**src/source/display_pkg.sv**
```systemverilog
`default_nettype none

package display_pkg;

    localparam int hor_active_pixels = 640;
    localparam int ver_active_pixels = 480;

    localparam int x_width = $clog2(hor_active_pixels);
    localparam int y_width = $clog2(ver_active_pixels);

    // polyline starts here, symbols swing around it.
    localparam int trace_center = ver_active_pixels / 2;
    localparam int symbol_bias  = 64;

    localparam int x_step       = 8;
    localparam int max_segments = hor_active_pixels / x_step - 1;

    typedef struct packed {
        logic [x_width-1:0] x;
        logic [y_width-1:0] y;
    } point_t;

    typedef struct packed {
        point_t p1;  // start point.
        point_t p2;  // end point.
    } segment_t;

endpackage

`default_nettype wire

```
**src/source/text_pkg.sv**
```systemverilog
`default_nettype none

package text_pkg;

    localparam int symbol_width   = 7;
    localparam int message_length = 12;
    localparam int index_width    = $clog2(message_length + 1);

    // ascii codes, first entry drawn first.
    localparam logic [symbol_width-1:0] message [message_length] = '{
        7'h48,  // H.
        7'h45,  // E.
        7'h4c,  // L.
        7'h4c,  // L.
        7'h4f,  // O.
        7'h2c,  // comma.
        7'h20,  // space.
        7'h57,  // W.
        7'h4f,  // O.
        7'h52,  // R.
        7'h4c,  // L.
        7'h44   // D.
    };

endpackage

`default_nettype wire

```
**src/source/symbol_iterator.sv**
```systemverilog
`default_nettype none

module symbol_iterator
    import text_pkg::*;
(
    input  logic                    clk,
    input  logic                    arst_n,
    input  logic                    symbol_iter_start,
    input  logic                    symbol_iter_en,
    output logic [symbol_width-1:0] symbol,
    output logic                    symbol_valid
);

    logic [index_width-1:0] index;

    // Index parks at message_length once the text is used up,
    // so symbol_valid stays low until the next rewind.
    assign symbol_valid = (index < message_length);

    always_comb begin
        if (symbol_valid) begin
            symbol = message[index];
        end else begin
            symbol = '0;  // past the end.
        end
    end

    always_ff @(posedge clk or negedge arst_n) begin
        if (!arst_n) begin
            index <= '0;
        end else if (symbol_iter_start) begin
            index <= '0;  // rewind.
        end else if (symbol_iter_en && symbol_valid) begin
            index <= index + 1'b1;
        end
    end

endmodule

`default_nettype wire

```
**src/source/line_drawer.sv**
```systemverilog
`default_nettype none

module line_drawer
    import display_pkg::*;
(
    input  logic     clk,
    input  logic     arst_n,
    input  segment_t segment,
    input  logic     line_drawer_start,
    output logic     line_drawer_ready,
    output point_t   pixel,
    output logic     pixel_valid
);

    // absolute deltas of the incoming segment.
    logic [x_width-1:0] abs_dx;
    logic [y_width-1:0] abs_dy;
    logic               x_back;
    logic               y_back;

    // latched stepping state, signed with headroom for twice the error.
    logic signed [x_width+2:0] dx;
    logic signed [x_width+2:0] dy;
    logic signed [x_width+2:0] err;
    logic signed [x_width+2:0] e2;
    logic signed [x_width+2:0] err_next;
    logic                      step_x;
    logic                      step_y;
    logic                      x_neg;
    logic                      y_neg;
    point_t                    p2;
    logic                      last;
    logic                      accept;

    assign line_drawer_ready = ~pixel_valid;
    assign accept            = line_drawer_start && !pixel_valid;

    assign x_back = (segment.p2.x < segment.p1.x);
    assign y_back = (segment.p2.y < segment.p1.y);

    always_comb begin
        if (x_back) begin
            abs_dx = segment.p1.x - segment.p2.x;
        end else begin
            abs_dx = segment.p2.x - segment.p1.x;
        end

        if (y_back) begin
            abs_dy = segment.p1.y - segment.p2.y;
        end else begin
            abs_dy = segment.p2.y - segment.p1.y;
        end
    end

    // Bresenham step decision for the current point.
    always_comb begin
        e2       = err <<< 1;
        step_x   = (e2 >= dy);
        step_y   = (e2 <= dx);
        err_next = err;
        if (step_x) begin
            err_next = err_next + dy;
        end
        if (step_y) begin
            err_next = err_next + dx;
        end
    end

    assign last = (pixel == p2);

    always_ff @(posedge clk or negedge arst_n) begin
        if (!arst_n) begin
            pixel_valid <= 1'b0;
        end else if (accept) begin
            pixel_valid <= 1'b1;
        end else if (pixel_valid && last) begin
            pixel_valid <= 1'b0;  // p2 was just shown.
        end
    end

    always_ff @(posedge clk) begin
        if (accept) begin
            pixel <= segment.p1;
            p2    <= segment.p2;
            x_neg <= x_back;
            y_neg <= y_back;
            dx    <= $signed({3'b000, abs_dx});
            dy    <= -$signed({4'b0000, abs_dy});
            err   <= $signed({3'b000, abs_dx}) - $signed({4'b0000, abs_dy});
        end else if (pixel_valid && !last) begin
            if (step_x) begin
                if (x_neg) begin
                    pixel.x <= pixel.x - 1'b1;
                end else begin
                    pixel.x <= pixel.x + 1'b1;
                end
            end
            if (step_y) begin
                if (y_neg) begin
                    pixel.y <= pixel.y - 1'b1;
                end else begin
                    pixel.y <= pixel.y + 1'b1;
                end
            end
            err <= err_next;
        end
    end

endmodule

`default_nettype wire

```
**src/source/trace_planner.sv**
```systemverilog
`default_nettype none

module trace_planner
    import display_pkg::*;
    import text_pkg::*;
(
    input  logic                    clk,
    input  logic                    arst_n,
    input  logic                    start,
    output logic                    ready,
    output segment_t                segment,
    output logic                    line_drawer_start,
    input  logic                    line_drawer_ready,
    output logic                    symbol_iter_start,
    output logic                    symbol_iter_en,
    input  logic [symbol_width-1:0] symbol,
    input  logic                    symbol_valid
);

    typedef enum logic [1:0] {
        st_idle,
        st_draw,
        st_wait_1,
        st_wait_2
    } state_t;

    localparam point_t start_point = '{x: '0, y: y_width'(trace_center)};

    state_t             state;
    logic [x_width-1:0] count;  // segments issued so far.
    logic               take;
    point_t             next_p2;

    assign ready = (state == st_idle);

    // rewind happens on the same edge that leaves idle.
    assign symbol_iter_start = ready && start;

    assign take = symbol_valid && (count < max_segments);

    // height of the new endpoint follows the symbol code.
    always_comb begin
        next_p2.x = x_width'(count * x_step);
        next_p2.y = y_width'(trace_center - symbol_bias + symbol);
    end

    always_ff @(posedge clk or negedge arst_n) begin
        if (!arst_n) begin
            state             <= st_idle;
            count             <= '0;
            line_drawer_start <= 1'b0;
            symbol_iter_en    <= 1'b0;
        end else begin
            line_drawer_start <= 1'b0;
            symbol_iter_en    <= 1'b0;

            case (state)
                st_idle: begin
                    if (start) begin
                        count <= '0;
                        state <= st_draw;
                    end
                end
                st_draw: begin
                    if (take) begin
                        line_drawer_start <= 1'b1;
                        symbol_iter_en    <= 1'b1;
                        count             <= count + 1'b1;
                        state             <= st_wait_1;
                    end else begin
                        state <= st_idle;  // message done or screen full.
                    end
                end
                st_wait_1: begin
                    state <= st_wait_2;  // drawer drops ready here.
                end
                st_wait_2: begin
                    if (line_drawer_ready) begin
                        state <= st_draw;
                    end
                end
                default: begin
                    state <= st_idle;
                end
            endcase
        end
    end

    // segment chain, each new segment starts where the last one ended.
    always_ff @(posedge clk) begin
        if (symbol_iter_start) begin
            segment.p2 <= start_point;
        end else if (state == st_draw && take) begin
            segment.p1 <= segment.p2;
            segment.p2 <= next_p2;
        end
    end

endmodule

`default_nettype wire

```
**src/source/trace_plotter.sv**
```systemverilog
`default_nettype none

module trace_plotter
    import display_pkg::*;
    import text_pkg::*;
(
    input  logic   clk,
    input  logic   arst_n,
    input  logic   start,
    output logic   ready,
    output point_t pixel,
    output logic   pixel_valid
);

    segment_t                segment;
    logic                    line_drawer_start;
    logic                    line_drawer_ready;
    logic                    symbol_iter_start;
    logic                    symbol_iter_en;
    logic [symbol_width-1:0] symbol;
    logic                    symbol_valid;

    trace_planner i_trace_planner (
        .clk               (clk),
        .arst_n            (arst_n),
        .start             (start),
        .ready             (ready),
        .segment           (segment),
        .line_drawer_start (line_drawer_start),
        .line_drawer_ready (line_drawer_ready),
        .symbol_iter_start (symbol_iter_start),
        .symbol_iter_en    (symbol_iter_en),
        .symbol            (symbol),
        .symbol_valid      (symbol_valid)
    );

    symbol_iterator i_symbol_iterator (
        .clk               (clk),
        .arst_n            (arst_n),
        .symbol_iter_start (symbol_iter_start),
        .symbol_iter_en    (symbol_iter_en),
        .symbol            (symbol),
        .symbol_valid      (symbol_valid)
    );

    line_drawer i_line_drawer (
        .clk               (clk),
        .arst_n            (arst_n),
        .segment           (segment),
        .line_drawer_start (line_drawer_start),
        .line_drawer_ready (line_drawer_ready),
        .pixel             (pixel),
        .pixel_valid       (pixel_valid)
    );

endmodule

`default_nettype wire

```
**config.mk**
```make
export PLATFORM = sky130hd
export DESIGN_NAME = trace_plotter
export DESIGN_NICKNAME = d
export VERILOG_FILES = /design/src/source/display_pkg.sv /design/src/source/text_pkg.sv /design/src/source/symbol_iterator.sv /design/src/source/line_drawer.sv /design/src/source/trace_planner.sv /design/src/source/trace_plotter.sv
export SDC_FILE = /design/constraint.sdc
export NUM_CORES = 1
export LEC_CHECK = 0
export BUFFER_PORTS_ARGS = -buffer_cell sky130_fd_sc_hd__buf_4
export CAP_MARGIN = 40
export CELL_PAD_IN_SITES_DETAIL_PLACEMENT = 2
export CELL_PAD_IN_SITES_GLOBAL_PLACEMENT = 2
export CORE_UTILIZATION = 38
export DETAILED_ROUTE_END_ITERATION = 6
export GPL_TIMING_DRIVEN = 0
export PLACE_DENSITY_LB_ADDON = 0.3
export SYNTH_ARGS = -nofsm -noshare
export SYNTH_HDL_FRONTEND = slang
export SYNTH_HIERARCHICAL = 1
export SYNTH_SLANG_ARGS = --single-unit
```
**constraint.sdc**
```tcl
create_clock -name clk -period 4.37 [get_ports clk]
set_input_delay 0.874 -clock clk [delete_from_list [all_inputs] [get_ports clk]]
set_output_delay 0.874 -clock clk [all_outputs]
set_load 0.01 [all_outputs]
```
# Word level (Yosys, flattened, before mapping)
# Memory sizes are Yosys's and may differ from the RTL's.
# Index checks and enable logic that the tools add are counted.
# op_classes
n_mul	0
order_cmp	7
n_div	0
muxes	28
addsub	15
n_reduce_logical	21
n_shift	0
eq_ne	7
bitwise_logic	2
# ops
operator	count
2-to-1 mux 13 bit	4
2-to-1 mux 10 bit	5
2-to-1 mux 19 bit	2
2-to-1 mux 9 bit	3
2-to-1 mux 7 bit	3
adder 10 x 1 -> 10 bit, second input constant	2
one-hot mux 10 bit (2 select lines)	1
subtractor 10 bit	2
equality test 19 bit	1
subtractor 9 bit	2
adder 13 x 11 -> 13 bit	1
adder 13 bit	1
greater-or-equal comparator 13 bit	1
less-or-equal comparator 13 x 11 -> 1 bit	1
negation 9 -> 13 bit	1
nonzero test 2 bit	6
subtractor 10 x 9 -> 11 bit	1
< comparator 10 bit	1
< comparator 10 x 7 -> 1 bit, second input constant	1
subtractor 10 x 1 -> 10 bit, second input constant	1
adder 8 x 7 -> 9 bit, first input constant	1
adder 9 x 1 -> 9 bit, second input constant	1
< comparator 9 bit	1
subtractor 9 x 1 -> 9 bit, second input constant	1
18 further kinds	36
# word_totals
register_bits	123
ram_bits	0
rom_bits	112
latchBits	0
inputBits	3
output_inout_bits	21
mem_count	1
wordCells	100
# mem_list
memory	depth	word_bits	read_ports	rd_ports_with_merged_regs	write_ports	line	source
(name not given)	16	7	1	0	0	symbol_iterator.sv:22	symbol = message[index];

# Logic depth before layout (Yosys ltp)
# Gate-level depths: netlist of the first run.
# depth
depth_word	6
ltp_mapped	23
mapped_depth_nobuf	21

# By module
# The synthesis of the first run kept the hierarchy.
# by_module_without_submodules
mod	area_per_inst_um2	seq_area_each_um2	cells_each	instances
line_drawer	7208.2	2277.2	773	1
trace_planner	1920.6	1126.1	180	1
symbol_iterator	420.4	100.1	43	1

# Least setup slack after synthesis of the first run
# Ideal clock, no wire load.
# synth_path
kind	register to register
start	register i_line_drawer.err[9]
end	register i_line_drawer.err[11] (data pin)
synth_period_minus_slack_ns	4.157
path_slack_ns	0.213
arrival_time_ns	3.891
path_stages_with_launch	21
setup_time_ns	0.266
path_buffers	1
required_ns	4.104
cell_sequence	edfxtp_1 -> ha_1 -> a21o_1 -> a2111oi_2 -> nor3b_1 -> a221oi_1 -> o21ai_1 -> buf_2 -> nor2_1 -> a21oi_1 -> inv_1 -> ha_1 -> a21oi_1 -> o211ai_1 -> o41ai_1 -> o21ai_0 -> and2_1 -> o21ai_0 -> a21oi_1 -> xnor2_1 -> o21ai_1
# synth_between
elab_chain_cells	6
elab_cells_between_ends	8
classes_between	add/sub (2); order compare (2); mux (4)
# synth_lines
element	line	source
from (decl)	line_drawer.sv:24	logic signed [x_width+2:0] err;
from (signal assigned)	line_drawer.sv:89	err <= $signed({3'b000, abs_dx}) - $signed({4'b0000, abs_dy});
from (signal assigned)	line_drawer.sv:105	err <= err_next;
adder 13 bit or greater-or-equal comparator 13 bit (tied branches)	line_drawer.sv:62, line_drawer.sv:58	
2-to-1 mux 13 bit	line_drawer.sv:61	if (step_x) begin
adder 13 x 11 -> 13 bit	line_drawer.sv:65	err_next = err_next + dx;
2-to-1 mux 13 bit (*)	line_drawer.sv:64	if (step_y) begin
2-to-1 mux 13 bit (*)	line_drawer.sv:90	end else if (pixel_valid && !last) begin
2-to-1 mux 13 bit (*)	line_drawer.sv:82	if (accept) begin
# Mark *: on every way between the ends. The rest lies on a longest branch, timed or not. The select of a mux whose other input is x is not followed.
# A chain may end at the register's enable or synchronous reset.

# Final worst setup path of the first run
# Same ends and word-level chain as after synthesis.

==> results.ini, run 1 <==
[run_status]
status=complete, but fails checks
violations=negative setup slack

[route]
drtIter0Drc=294
routed_wl_um=30720
antenna_left=0
avgRoutedWirePerCell_um=21.68
viasPerCell=5.433
via_count=7698
drtPass1Iterations=4
drc_errors=0

[synth]
synth_seq_cells=125
synth.avg_cell_area_um2=9.588
ys_async_sr_fraction_pct=14.40
netlist_area_um2=9549
netlist_instances=996
synth_simple_gate_area_share_pct=12.46
ys_warn_count=6
synth-main-ff-cell=edfxtp_1
synth_xor_area_share_pct=7.482
synth_compound_area_share_pct=17.09
synth-seq-area-share_pct=36.69
synth_fa_ha_area_share_pct=17.35
synth_edf_count=91
synth_top_family_by_area=adder cells
synth_mux_area_share_pct=2.725
synth_top_area_cell=edfxtp_1
ys_types=80
synth_top_area_share_pct=28.62
synth.area.top_cells=edfxtp_1 29%, ha_1 15%, dfrtp_1 4.7%

[worst_setup_path]
cp_data_required_time_ps=4500
crit_path_end_kind=flop
reg2reg_slack_ps=-30
cp.arrival_ps=4530
critPathKind=reg -> reg
critPathLaunchType=flop
crit_fanout=4

[layout]
n_antenna_cell=0
register_area_um2=3508
post-route-util_pct=46.49
final_common_cell=ha_1
layout_common_cells=109 x ha_1, 106 x inv_1, 91 x edfxtp_1
drive_gt1_share_pct=17.20
fillers=2605
multiInputGateArea_um2=5793
area_delta_synth_final_pct=19.10
nNetsFinal=1210

[global_routing]
grt_overflow_total=0
grt_pass1_vias=8700
grt_usage_pct=24.31
antenna_found_initial=0
grt_first_pass_wirelength_um=47930
grt_max_degree=30

[die]
fp.dieH_um=160.5
initial_utilization_pct=39.04
coreArea_um2=24460
die_w_um=160.5
dieArea_um2=25770
pin_count=24
rows=57

[clock_network]
cts_hold_buf=0
clk_pin_slew_ps=60
insertion_delay_ps=430
numClockSinks=125
clock-root-buffer=clkbuf_16
cts_buffer_depth=2
cts-htree-levels=4
cts_made_buffers=17
cts_tree=done

[place]
gp_congestion=0.7825
port_buffers=23
hpwl_um=22090

[timing]
slew_headroom_pct=40.28
hold_viol_final=0
drv_slew=0
fin_crit_sh_pct=100.7
tightest_slew_ps=895.8
period_needed_ps=4400
fmax_mhz=227.3
worst_slack_ps=-29.85
setup_viol=2
fin_worst_skew_ps=14.84
rsz0062_at_grt=yes

[min_path]
hold_class=in -> async

[job]
max_cap_violations=0

## final cells by class
class,instances,area share [%]
repair buffers,60,4.169
multi-input cells,735,50.94
flip-flops and latches,125,30.85
inverters,112,3.696
clock buffers,19,3.894
plain buffers,29,1.639
clock inverters,13,1.254
well taps,324,3.564
## kinds of logic after synthesis
group                    count (synthesis)
AO/OA/AOI/OAI                          252
AND/OR/NAND/NOR                        247
buffers and inverters                  141
adder cells (fa/ha/maj)                127
flip-flops                             125
XOR/XNOR                                79
multiplexers                            24
other                                    1
## registers in the layout (all words and copies together), names as in the netlist
| signal | cells |
|---|---|
| i_trace_planner/symbol_iter_en | 1 |
| i_line_drawer/y_neg | 1 |
| i_line_drawer/dy | 13 |
| i_line_drawer/x_neg | 1 |
| i_line_drawer/p2 | 19 |
| i_line_drawer/err | 12 |
| i_trace_planner/state | 2 |
| i_line_drawer/pixel | 19 |
| i_trace_planner/segment | 32 |
| i_line_drawer/dx | 10 |
| i_line_drawer/pixel_valid | 1 |
| i_symbol_iterator/index | 4 |
| i_trace_planner/count | 10 |
## stage by stage
stage / TNS [ps] / hold slack (ps) / setup WS, ps / std cells / area [um2]
2_1_floorplan: 0 / 453.8 / 213.1 / 1001 / 9568
3_3_place_gp: -3877 / 490.9 / -976.5 / 1348 / 10150
3_5_place_dp: -4486 / 505.9 / -1209 / 1353 / 10200
4_1_cts: -14.73 / 297.0 / -14.73 / 1400 / 11080
5_1_grt: -493.5 / 320.4 / -189.3 / 1417 / 11370
6_report: -49.43 / 304.4 / -29.85 / 1417 / 11370
## path summary, 6_finish.rpt
kind / to / startpoint / depth (start not counted)
worst max-delay path: i_line_drawer/err[11]$_DFFE_PP_ / i_line_drawer/err[9]$_DFFE_PP_ / 20
worst min register to register: i_trace_planner/segment[23]$_DFFE_PP_ / i_trace_planner/segment[4]$_SDFFE_PP1P_ / 0
worst max register to register: i_line_drawer/err[11]$_DFFE_PP_ / i_line_drawer/err[9]$_DFFE_PP_ / 20
min in group clk: i_trace_planner/segment[23]$_DFFE_PP_ / i_trace_planner/segment[4]$_SDFFE_PP1P_ / 0
max in group asynchronous: i_trace_planner/count[1]$_DFFE_PN0P_ / arst_n / 1
worst min-delay path: i_symbol_iterator/index[0]$_DFFE_PN0P_ / arst_n / 1
## critical path, stage by stage, from the launching register on
cell and delay [ps]:
edfxtp_1 500, ha_4 260, a21o_1 200, a2111oi_4 430, buf_4 180, nand4b_1 100
o21ai_2 220, buf_6 160, buf_8 110, mux2_4 320, ha_4 300, nor2_1 60
nor2_2 160, o41ai_2 90, buf_4 150, o21ai_2 150, and2_4 180, o21ai_4 60
a21oi_4 180, xnor2_2 160, o21ai_1 120
## repair_timing
action	in CTS	in global routing
setup buffers	15	17
endpoints found under the setup margin	8	6
resized for setup	40	35
pin swaps	19	25
## cell usage after synthesis (5+ instances only)
cell and n:
ha_1 118, inv_1 108, edfxtp_1 91, nand2_1 83, a21oi_1 80, nor2_1 63
xnor2_1 40, o21ai_0 39, xor2_1 36, o21ai_1 27, a21o_1 25, nand3_1 22
nor2b_1 20, dfrtp_1 18, dfxtp_1 16, mux2i_1 16, nand2b_1 12, buf_4 10
clkbuf_1 10, and2_1 9, fa_1 9, nor3_1 9, a31oi_1 7, nor4_1 7
buf_2 6, o21a_1 6, o211ai_1 5, o22ai_1 5
## metal layers
metal | vias to the layer above | share of wire [%] | track usage (%) | wire, um
met5 | - | 0 | 0 | 0
met4 | 0 | 3.5 | 9.827 | 1070
met3 | 53 | 1.8 | 3.048 | 565
met2 | 96 | 53 | 45.06 | 16300
met1 | 3883 | 42 | 28.11 | 12780
li1 | 3666 | - | - | -
Power of run 1 is not shown: default switching activity piles up to over one toggle a cycle in this logic, so the estimate is an artifact.
==> run 2, diff against run 1 <==
Settings changed: REMOVE_ABC_BUFFERS set to 1.
==> run 2 against run 1 <==
Net effect: setup slack improved by 160 ps; critical path type unchanged; clock skew is 1.7 ps higher; the flow now finishes without violations; first-iteration DRC count decreased by 1.4%.
==> results.ini, run 2 (synthesis results as in run 1) <==
[run_status]
status=complete, no violations  ; was complete, but fails checks

[worst_setup_path]
cp-endpoint=i_line_drawer/err[9]$_DFFE_PP_  ; was i_line_drawer/err[11]$_DFFE_PP_
r2r_start=i_trace_planner/segment[12]$_SDFFE_PP0P_  ; was i_line_drawer/err[9]$_DFFE_PP_
path_cells=inv_1 > ha_1 > a21o_1 > a21oi_2 > o21ai_2 > a21oi_4 > buf_6 > nor3_2 > a21oi_2 > xor2_2 > ha_1 > or2_2 > a21oi_1 > a21oi_1 > a21o_1 > a21oi_1 > xnor2_1 > a21oi_2  ; was ha_4 > a21o_1 > a2111oi_4 > buf_4 > nand4b_1 > o21ai_2 > buf_6 > buf_8 > mux2_4 > ha_4 > nor2_1 > nor2_2 > o41ai_2 > buf_4 > o21ai_2 > and2_4 > o21ai_4 > a21oi_4 > xnor2_2 > o21ai_1
ff2ff_path_depth=18  ; was 20
cp.arrival_ps=4400  ; was 4530 ps
cpMaxStageDelayCell=dfxtp_2  ; was edfxtp_1
crit_start=i_trace_planner/segment[12]$_SDFFE_PP0P_  ; was i_line_drawer/err[9]$_DFFE_PP_
crit_path_end_kind=flop  ; unchanged
r2r_end=i_line_drawer/err[9]$_DFFE_PP_  ; was i_line_drawer/err[11]$_DFFE_PP_
cp_data_required_time_ps=4530  ; was 4500 ps
cpPeakStageDelay_ps=410  ; was 500 ps
critPathLaunchType=flop  ; unchanged
reg2reg_slack_ps=130  ; was -30 ps
critPathKind=reg -> reg  ; unchanged
crit_fanout=9  ; was 4

[layout]
largest_register_ffs=32  ; unchanged
largest-register=i_trace_planner/segment  ; unchanged
layout_common_cells=113 x ha_1, 108 x inv_1, 91 x edfxtp_1  ; was 109 x ha_1, 106 x inv_1, 91 x edfxtp_1
nNetsFinal=1171  ; was 1210
fillers=2632  ; was 2605
n_antenna_cell=0  ; unchanged
top_regs=i_trace_planner/segment (32), i_line_drawer/p2 (19), i_line_drawer/pixel (19)  ; unchanged
area_delta_synth_final_pct=15.36  ; was 19.10%
final_common_cell=ha_1  ; unchanged
drive_gt1_share_pct=14.42  ; was 17.20%

[clock_network]
cts-htree-levels=4  ; unchanged
cts_buffer_depth=2  ; unchanged
cts_hold_buf=0  ; unchanged
cts_made_buffers=17  ; unchanged
insertion_delay_ps=430  ; about the same
clock-root-buffer=clkbuf_16  ; unchanged
numClockSinks=125  ; unchanged
clk_pin_slew_ps=70  ; was 60 ps
cts_tree=done  ; unchanged

[place]
port_buffers=23  ; unchanged
hpwl_um=21160  ; was 22090 um
gp_congestion=0.7942  ; was 0.7825

[timing]
holdWs_ps=307.9  ; was 304.4 ps
tightest_slew_ps=935.7  ; was 895.8 ps
fin_worst_skew_ps=16.56  ; was 14.84 ps
fin_crit_sh_pct=96.99  ; was 100.7%
setup_viol=0  ; was 2
slew_headroom_pct=37.35  ; was 40.28%
hold_viol_final=0  ; unchanged
fmax_mhz=235.9  ; was 227.3 MHz
drv_slew=0  ; unchanged
period_needed_ps=4239  ; was 4400 ps

[global_routing]
grt_usage_pct=22.90  ; was 24.31%
grt_pass1_vias=8370  ; was 8700
antenna_found_initial=0  ; unchanged
grt_overflow_total=0  ; unchanged
grt_max_degree=53  ; was 30
grt_first_pass_wirelength_um=45750  ; was 47930 um

[route]
routed_wl_um=28480  ; was 30720 um
drtPass1Iterations=4  ; unchanged
drtIter0Drc=290  ; was 294
drc_errors=0  ; unchanged
viasPerCell=5.438  ; was 5.433
avgRoutedWirePerCell_um=20.67  ; was 21.68 um
antenna_left=0  ; unchanged
via_count=7494  ; was 7698

[die]
pin_count=24  ; unchanged
dieArea_um2=25770  ; unchanged
coreArea_um2=24460  ; unchanged
rows=57  ; unchanged
fp.dieH_um=160.5  ; unchanged
die_w_um=160.5  ; unchanged
initial_utilization_pct=39.04  ; unchanged

[min_path]
hold_class=in -> async  ; unchanged

[job]
max_cap_violations=0  ; unchanged

-- run 2: cell types whose count changed in the layout (fill, tap and decap cells not counted), sizes merged --
cell / before / now
buf: 79 / 49
clkbuf: 29 / 19
inv: 113 / 121
clkinv: 6 / 3
clkinvlp: 4 / 1
bufinv: 2 / 0
clkdlybuf4s15: 0 / 1
-- run 2: worst max-delay path: cells and delay by family, from the launching register on --
kind / cells / cell delay (ps)
compound gates: 10 / 1800
fa+ha+maj: 2 / 700
xor+xnor: 2 / 420
flops: 1 / 410
simple gates: 2 / 370
buf+inv: 2 / 250
-- run 2: final cells by class --
| class | instances | area (um2) | share of cell area, % |
|---|---|---|---|
| clock buffers | 19 | 464.2 | 4.214 |
| clock inverters | 13 | 116.4 | 1.056 |
| inverters | 112 | 421.7 | 3.828 |
| multi-input cells | 735 | 5649 | 51.28 |
| flip-flops and latches | 125 | 3512 | 31.88 |
| well taps | 324 | 405.4 | 3.680 |
| repair buffers | 50 | 446.7 | 4.055 |
-- run 2: metrics by stage --
step / setup TNS, ps / util, % / setup slack (ps) / instances / instance area (um2)
after detailed placement: -3148 / 41.33 / -668.7 / 1328 / 10110
after global routing: -61.66 / 45.03 / -50.02 / 1378 / 11020
final: 0 / 45.03 / 131.5 / 1378 / 11020
after floorplan: -346.7 / - / -154.3 / 972 / 9399
after global placement: -54530 / 40.79 / -1390 / 1319 / 9977
after CTS: -2.296 / 44.51 / -2.296 / 1373 / 10890
-- run 2: worst min-delay path by stage --
stage                                                   from                                       end  slack (ps)  depth (start not counted)
global route                                          arst_n      i_trace_planner/state[1]$_DFFE_PN0P_         310                          1
floorplan            i_trace_planner/segment[8]$_SDFFE_PP0P_             i_line_drawer/p2[8]$_DFFE_PP_         450                          0
CTS                                                   arst_n      i_trace_planner/state[0]$_DFFE_PN0P_         300                          1
detailed placement  i_trace_planner/segment[15]$_SDFFE_PP0P_  i_trace_planner/segment[15]$_SDFFE_PP0P_         530                          2
finish                                                arst_n      i_trace_planner/state[0]$_DFFE_PN0P_         310                          1
global placement    i_trace_planner/segment[17]$_SDFFE_PP0P_  i_trace_planner/segment[17]$_SDFFE_PP0P_         510                          2
-- run 2: repair_timing --
item	4_1_cts	5_1_grt
setup buffers	13	5
gates resized for setup	18	30
setup endpoints to repair	8	5
pin swaps	6	10
-- run 2: layer usage --
metal  track usage, %  vias up  part of all wire (%)
met3            2.402       38                   1.1
met4            7.792        0                   2.3
met2            41.66       66                    51
met5                0        -                     0
li1                 -     3594                     -
met1            27.99     3796                    45
Power of run 2 is left out for the same reason.
==> run 3, diff against run 2 <==
Settings changed: ABC_AREA set to 1, CORE_UTILIZATION 38 to 36, MAX_ROUTING_LAYER set to met4.
==> run 3 against run 2 <==
Net effect: synthesized cell count is 27% higher; largest cell class unchanged; die area is 12% higher; maximum frequency is 4.9% higher; critical path depth is 1 higher; register-to-register slack better by 200 ps; final cell count is 22% higher.
==> results.ini, run 3 <==
[run_status]
status=complete, no violations  ; unchanged

[clock_network]
clk_pin_slew_ps=70  ; about the same
cts_hold_buf=0  ; unchanged
cts_made_buffers=17  ; unchanged
cts_buffer_depth=2  ; unchanged
cts-htree-levels=4  ; unchanged
insertion_delay_ps=440  ; was 430 ps
cts_tree=done  ; unchanged
numClockSinks=125  ; unchanged
clock-root-buffer=clkbuf_16  ; unchanged

[route]
drtPass1Iterations=4  ; unchanged
viasPerCell=5.075  ; was 5.438
drtIter0Drc=313  ; was 290
via_count=8526  ; was 7494
drc_errors=0  ; unchanged
avgRoutedWirePerCell_um=18.39  ; was 20.67 um
antenna_left=0  ; unchanged
routed_wl_um=30890  ; was 28480 um

[synth]
synth-seq-area-share_pct=34.54  ; was 36.69%
synth.area.top_cells=edfxtp_1 27%, ha_1 15%, nand2_1 11%  ; was edfxtp_1 29%, ha_1 15%, dfrtp_1 4.7%
ys_async_sr_fraction_pct=14.40  ; unchanged
netlist_area_um2=10140  ; was 9549 um2
netlist_instances=1263  ; was 996
synth-main-ff-cell=edfxtp_1  ; unchanged
synth.avg_cell_area_um2=8.030  ; was 9.588 um2
synth_seq_cells=125  ; unchanged
synthMostInstantiatedCell=nand2_1  ; was ha_1
ys_warn_count=6  ; unchanged
ys_types=56  ; was 80
synth_top_area_cell=edfxtp_1  ; unchanged
synthTopCellsByCount=295 x nand2_1, 188 x inv_1, 118 x ha_1, 94 x nor2_1, 91 x edfxtp_1  ; was 118 x ha_1, 108 x inv_1, 91 x edfxtp_1, 83 x nand2_1, 80 x a21oi_1
synth_edf_count=91  ; unchanged
synth_top_area_share_pct=26.94  ; was 28.62%

[global_routing]
grt_pass1_vias=9620  ; was 8370
grt_overflow_total=0  ; unchanged
grt_usage_pct=23.35  ; was 22.90%
grt_first_pass_wirelength_um=50200  ; was 45750 um
antenna_found_initial=0  ; unchanged
grt_max_degree=43  ; was 53

[die]
initial_utilization_pct=36.51  ; was 39.04%
fp.dieH_um=169.8  ; was 160.5 um
pin_count=24  ; unchanged
coreArea_um2=27780  ; was 24460 um2
rows=61  ; was 57
die_w_um=169.8  ; was 160.5 um
dieArea_um2=28850  ; was 25770 um2

[layout]
drive_gt1_share_pct=9.447  ; was 14.42%
fillers=3259  ; was 2632
top_regs=i_trace_planner/segment (32), i_line_drawer/p2 (19), i_line_drawer/pixel (19)  ; unchanged
area_delta_synth_final_pct=11.49  ; was 15.36%
layout_common_cells=294 x nand2_1, 188 x inv_1, 116 x ha_1  ; was 113 x ha_1, 108 x inv_1, 91 x edfxtp_1
largest-register=i_trace_planner/segment  ; unchanged
largest_register_ffs=32  ; unchanged
nNetsFinal=1419  ; was 1171
final_common_cell=nand2_1  ; was ha_1
post-route-util_pct=40.70  ; was 45.03%
n_antenna_cell=0  ; unchanged

[min_path]
hold_class=in -> async  ; unchanged

[timing]
fin_worst_skew_ps=10.96  ; was 16.56 ps
worst_slack_ps=327.9  ; was 131.5 ps
holdWs_ps=302.1  ; was 307.9 ps
setup_viol=0  ; unchanged
fmax_mhz=247.4  ; was 235.9 MHz
fin_tns_setup_ps=0  ; unchanged
fin_crit_sh_pct=92.50  ; was 96.99%
period_needed_ps=4042  ; was 4239 ps
hold_viol_final=0  ; unchanged
slew_headroom_pct=58.23  ; was 37.35%
tightest_slew_ps=625.1  ; was 935.7 ps
drv_slew=0  ; unchanged

[worst_setup_path]
crit_path_end_kind=flop  ; unchanged
crit_fanout=13  ; was 9
critPathKind=reg -> reg  ; unchanged
cp.arrival_ps=4230  ; was 4400 ps
cp_data_required_time_ps=4560  ; was 4530 ps
ff2ff_path_depth=19  ; was 18
critPathLaunchType=flop  ; unchanged

[place]
hpwl_um=24460  ; was 21160 um
gp_congestion=0.8247  ; was 0.7942
preCtsSetupSlack_ps=188.9  ; was -668.7 ps
port_buffers=23  ; unchanged

[job]
max_cap_violations=0  ; unchanged

## run 3: cell types whose count changed in the layout (fill, tap and decap cells not counted), moves of 14 or more
| cell | previous run | this run |
|---|---|---|
| nand2_1 | 82 | 294 |
| buf_4 | 42 | 24 |
| o21ai_0 | 33 | 60 |
| inv_1 | 108 | 188 |
| mux2i_1 | 15 | 1 |
| xnor2_1 | 39 | 19 |
| nand3_1 | 22 | 74 |
| a21o_1 | 25 | 7 |
| nor2_1 | 62 | 93 |
| nor2b_1 | 19 | 0 |
## run 3: stage by stage
stage | area (um2) | instances
2_1_floorplan | 9970 | 1243
6_report | 11310 | 1680
3_3_place_gp | 10620 | 1644
3_5_place_dp | 10680 | 1648
5_1_grt | 11310 | 1680
4_1_cts | 11280 | 1680
## run 3: final timing paths
kind / start / end / slack, ps
max in group asynchronous: arst_n / i_symbol_iterator/index[3]$_DFFE_PN0P_ / 3860
worst min register to register: i_trace_planner/count[8]$_DFFE_PN0P_ / i_trace_planner/count[8]$_DFFE_PN0P_ / 500
min in group clk: i_trace_planner/count[8]$_DFFE_PN0P_ / i_trace_planner/count[8]$_DFFE_PN0P_ / 500
worst max register to register: i_trace_planner/segment[16]$_SDFFE_PP0P_ / i_line_drawer/err[9]$_DFFE_PP_ / 330
worst max-delay path: i_trace_planner/segment[16]$_SDFFE_PP0P_ / i_line_drawer/err[9]$_DFFE_PP_ / 330
worst min-delay path: arst_n / i_symbol_iterator/index[1]$_DFFE_PN0P_ / 300
## run 3: what timing repair did
| action | in CTS | in global routing |
|---|---|---|
| gates cloned | 0 | 0 |
| endpoints found under the setup margin | 1 | 4 |
| resized for setup | 1 | 6 |
| setup buffers | 0 | 0 |
## run 3: logic make-up after synthesis
logic type	after synthesis	synth area share (%)
AOI/OAI and AO/OA	193	11.14
other	1	0.03697
and+or+nand+nor	532	23.22
DFF	125	34.54
xor gates and xnor gates	62	5.428
adders and majority gates	127	16.33
muxes	1	0.09870
buffers and inverters	222	9.203
## run 3: cell type report
class	instances	area (um2)	share of cell area, %
Multi-Input combinational cell	921	5761	50.95
Sequential cell	125	3503	30.98
Clock buffer	19	475.5	4.205
Clock inverter	13	116.4	1.029
Tap cell	378	473.0	4.183
Timing Repair Buffer	27	235.2	2.080
Inverter	197	743.2	6.573
## run 3: worst max-delay path, cell delays in order (launching register included)
cell and delay, ps:
dfxtp_1 430, inv_1 70, ha_1 360, a21o_1 220, a31oi_1 290, nand3_4 240
inv_1 290, nand2_1 90, nand2_1 140, xor2_1 230, ha_1 340, a21oi_1 170
o21ai_0 80, a21o_1 200, nand2_1 80, nand2_1 60, a21oi_1 190, nand3_1 130
nand3_1 120, nand2_1 60
## run 3: routing by layer
layer  vias up  GRT usage, %  wire length, um
met5         -             -                0
met4         0         8.852              726
met3        36         2.488              490
met2        69         43.67            16610
met1      4237         25.20            13060
li1       4184             -                -
Power of run 3 is left out for the same reason.
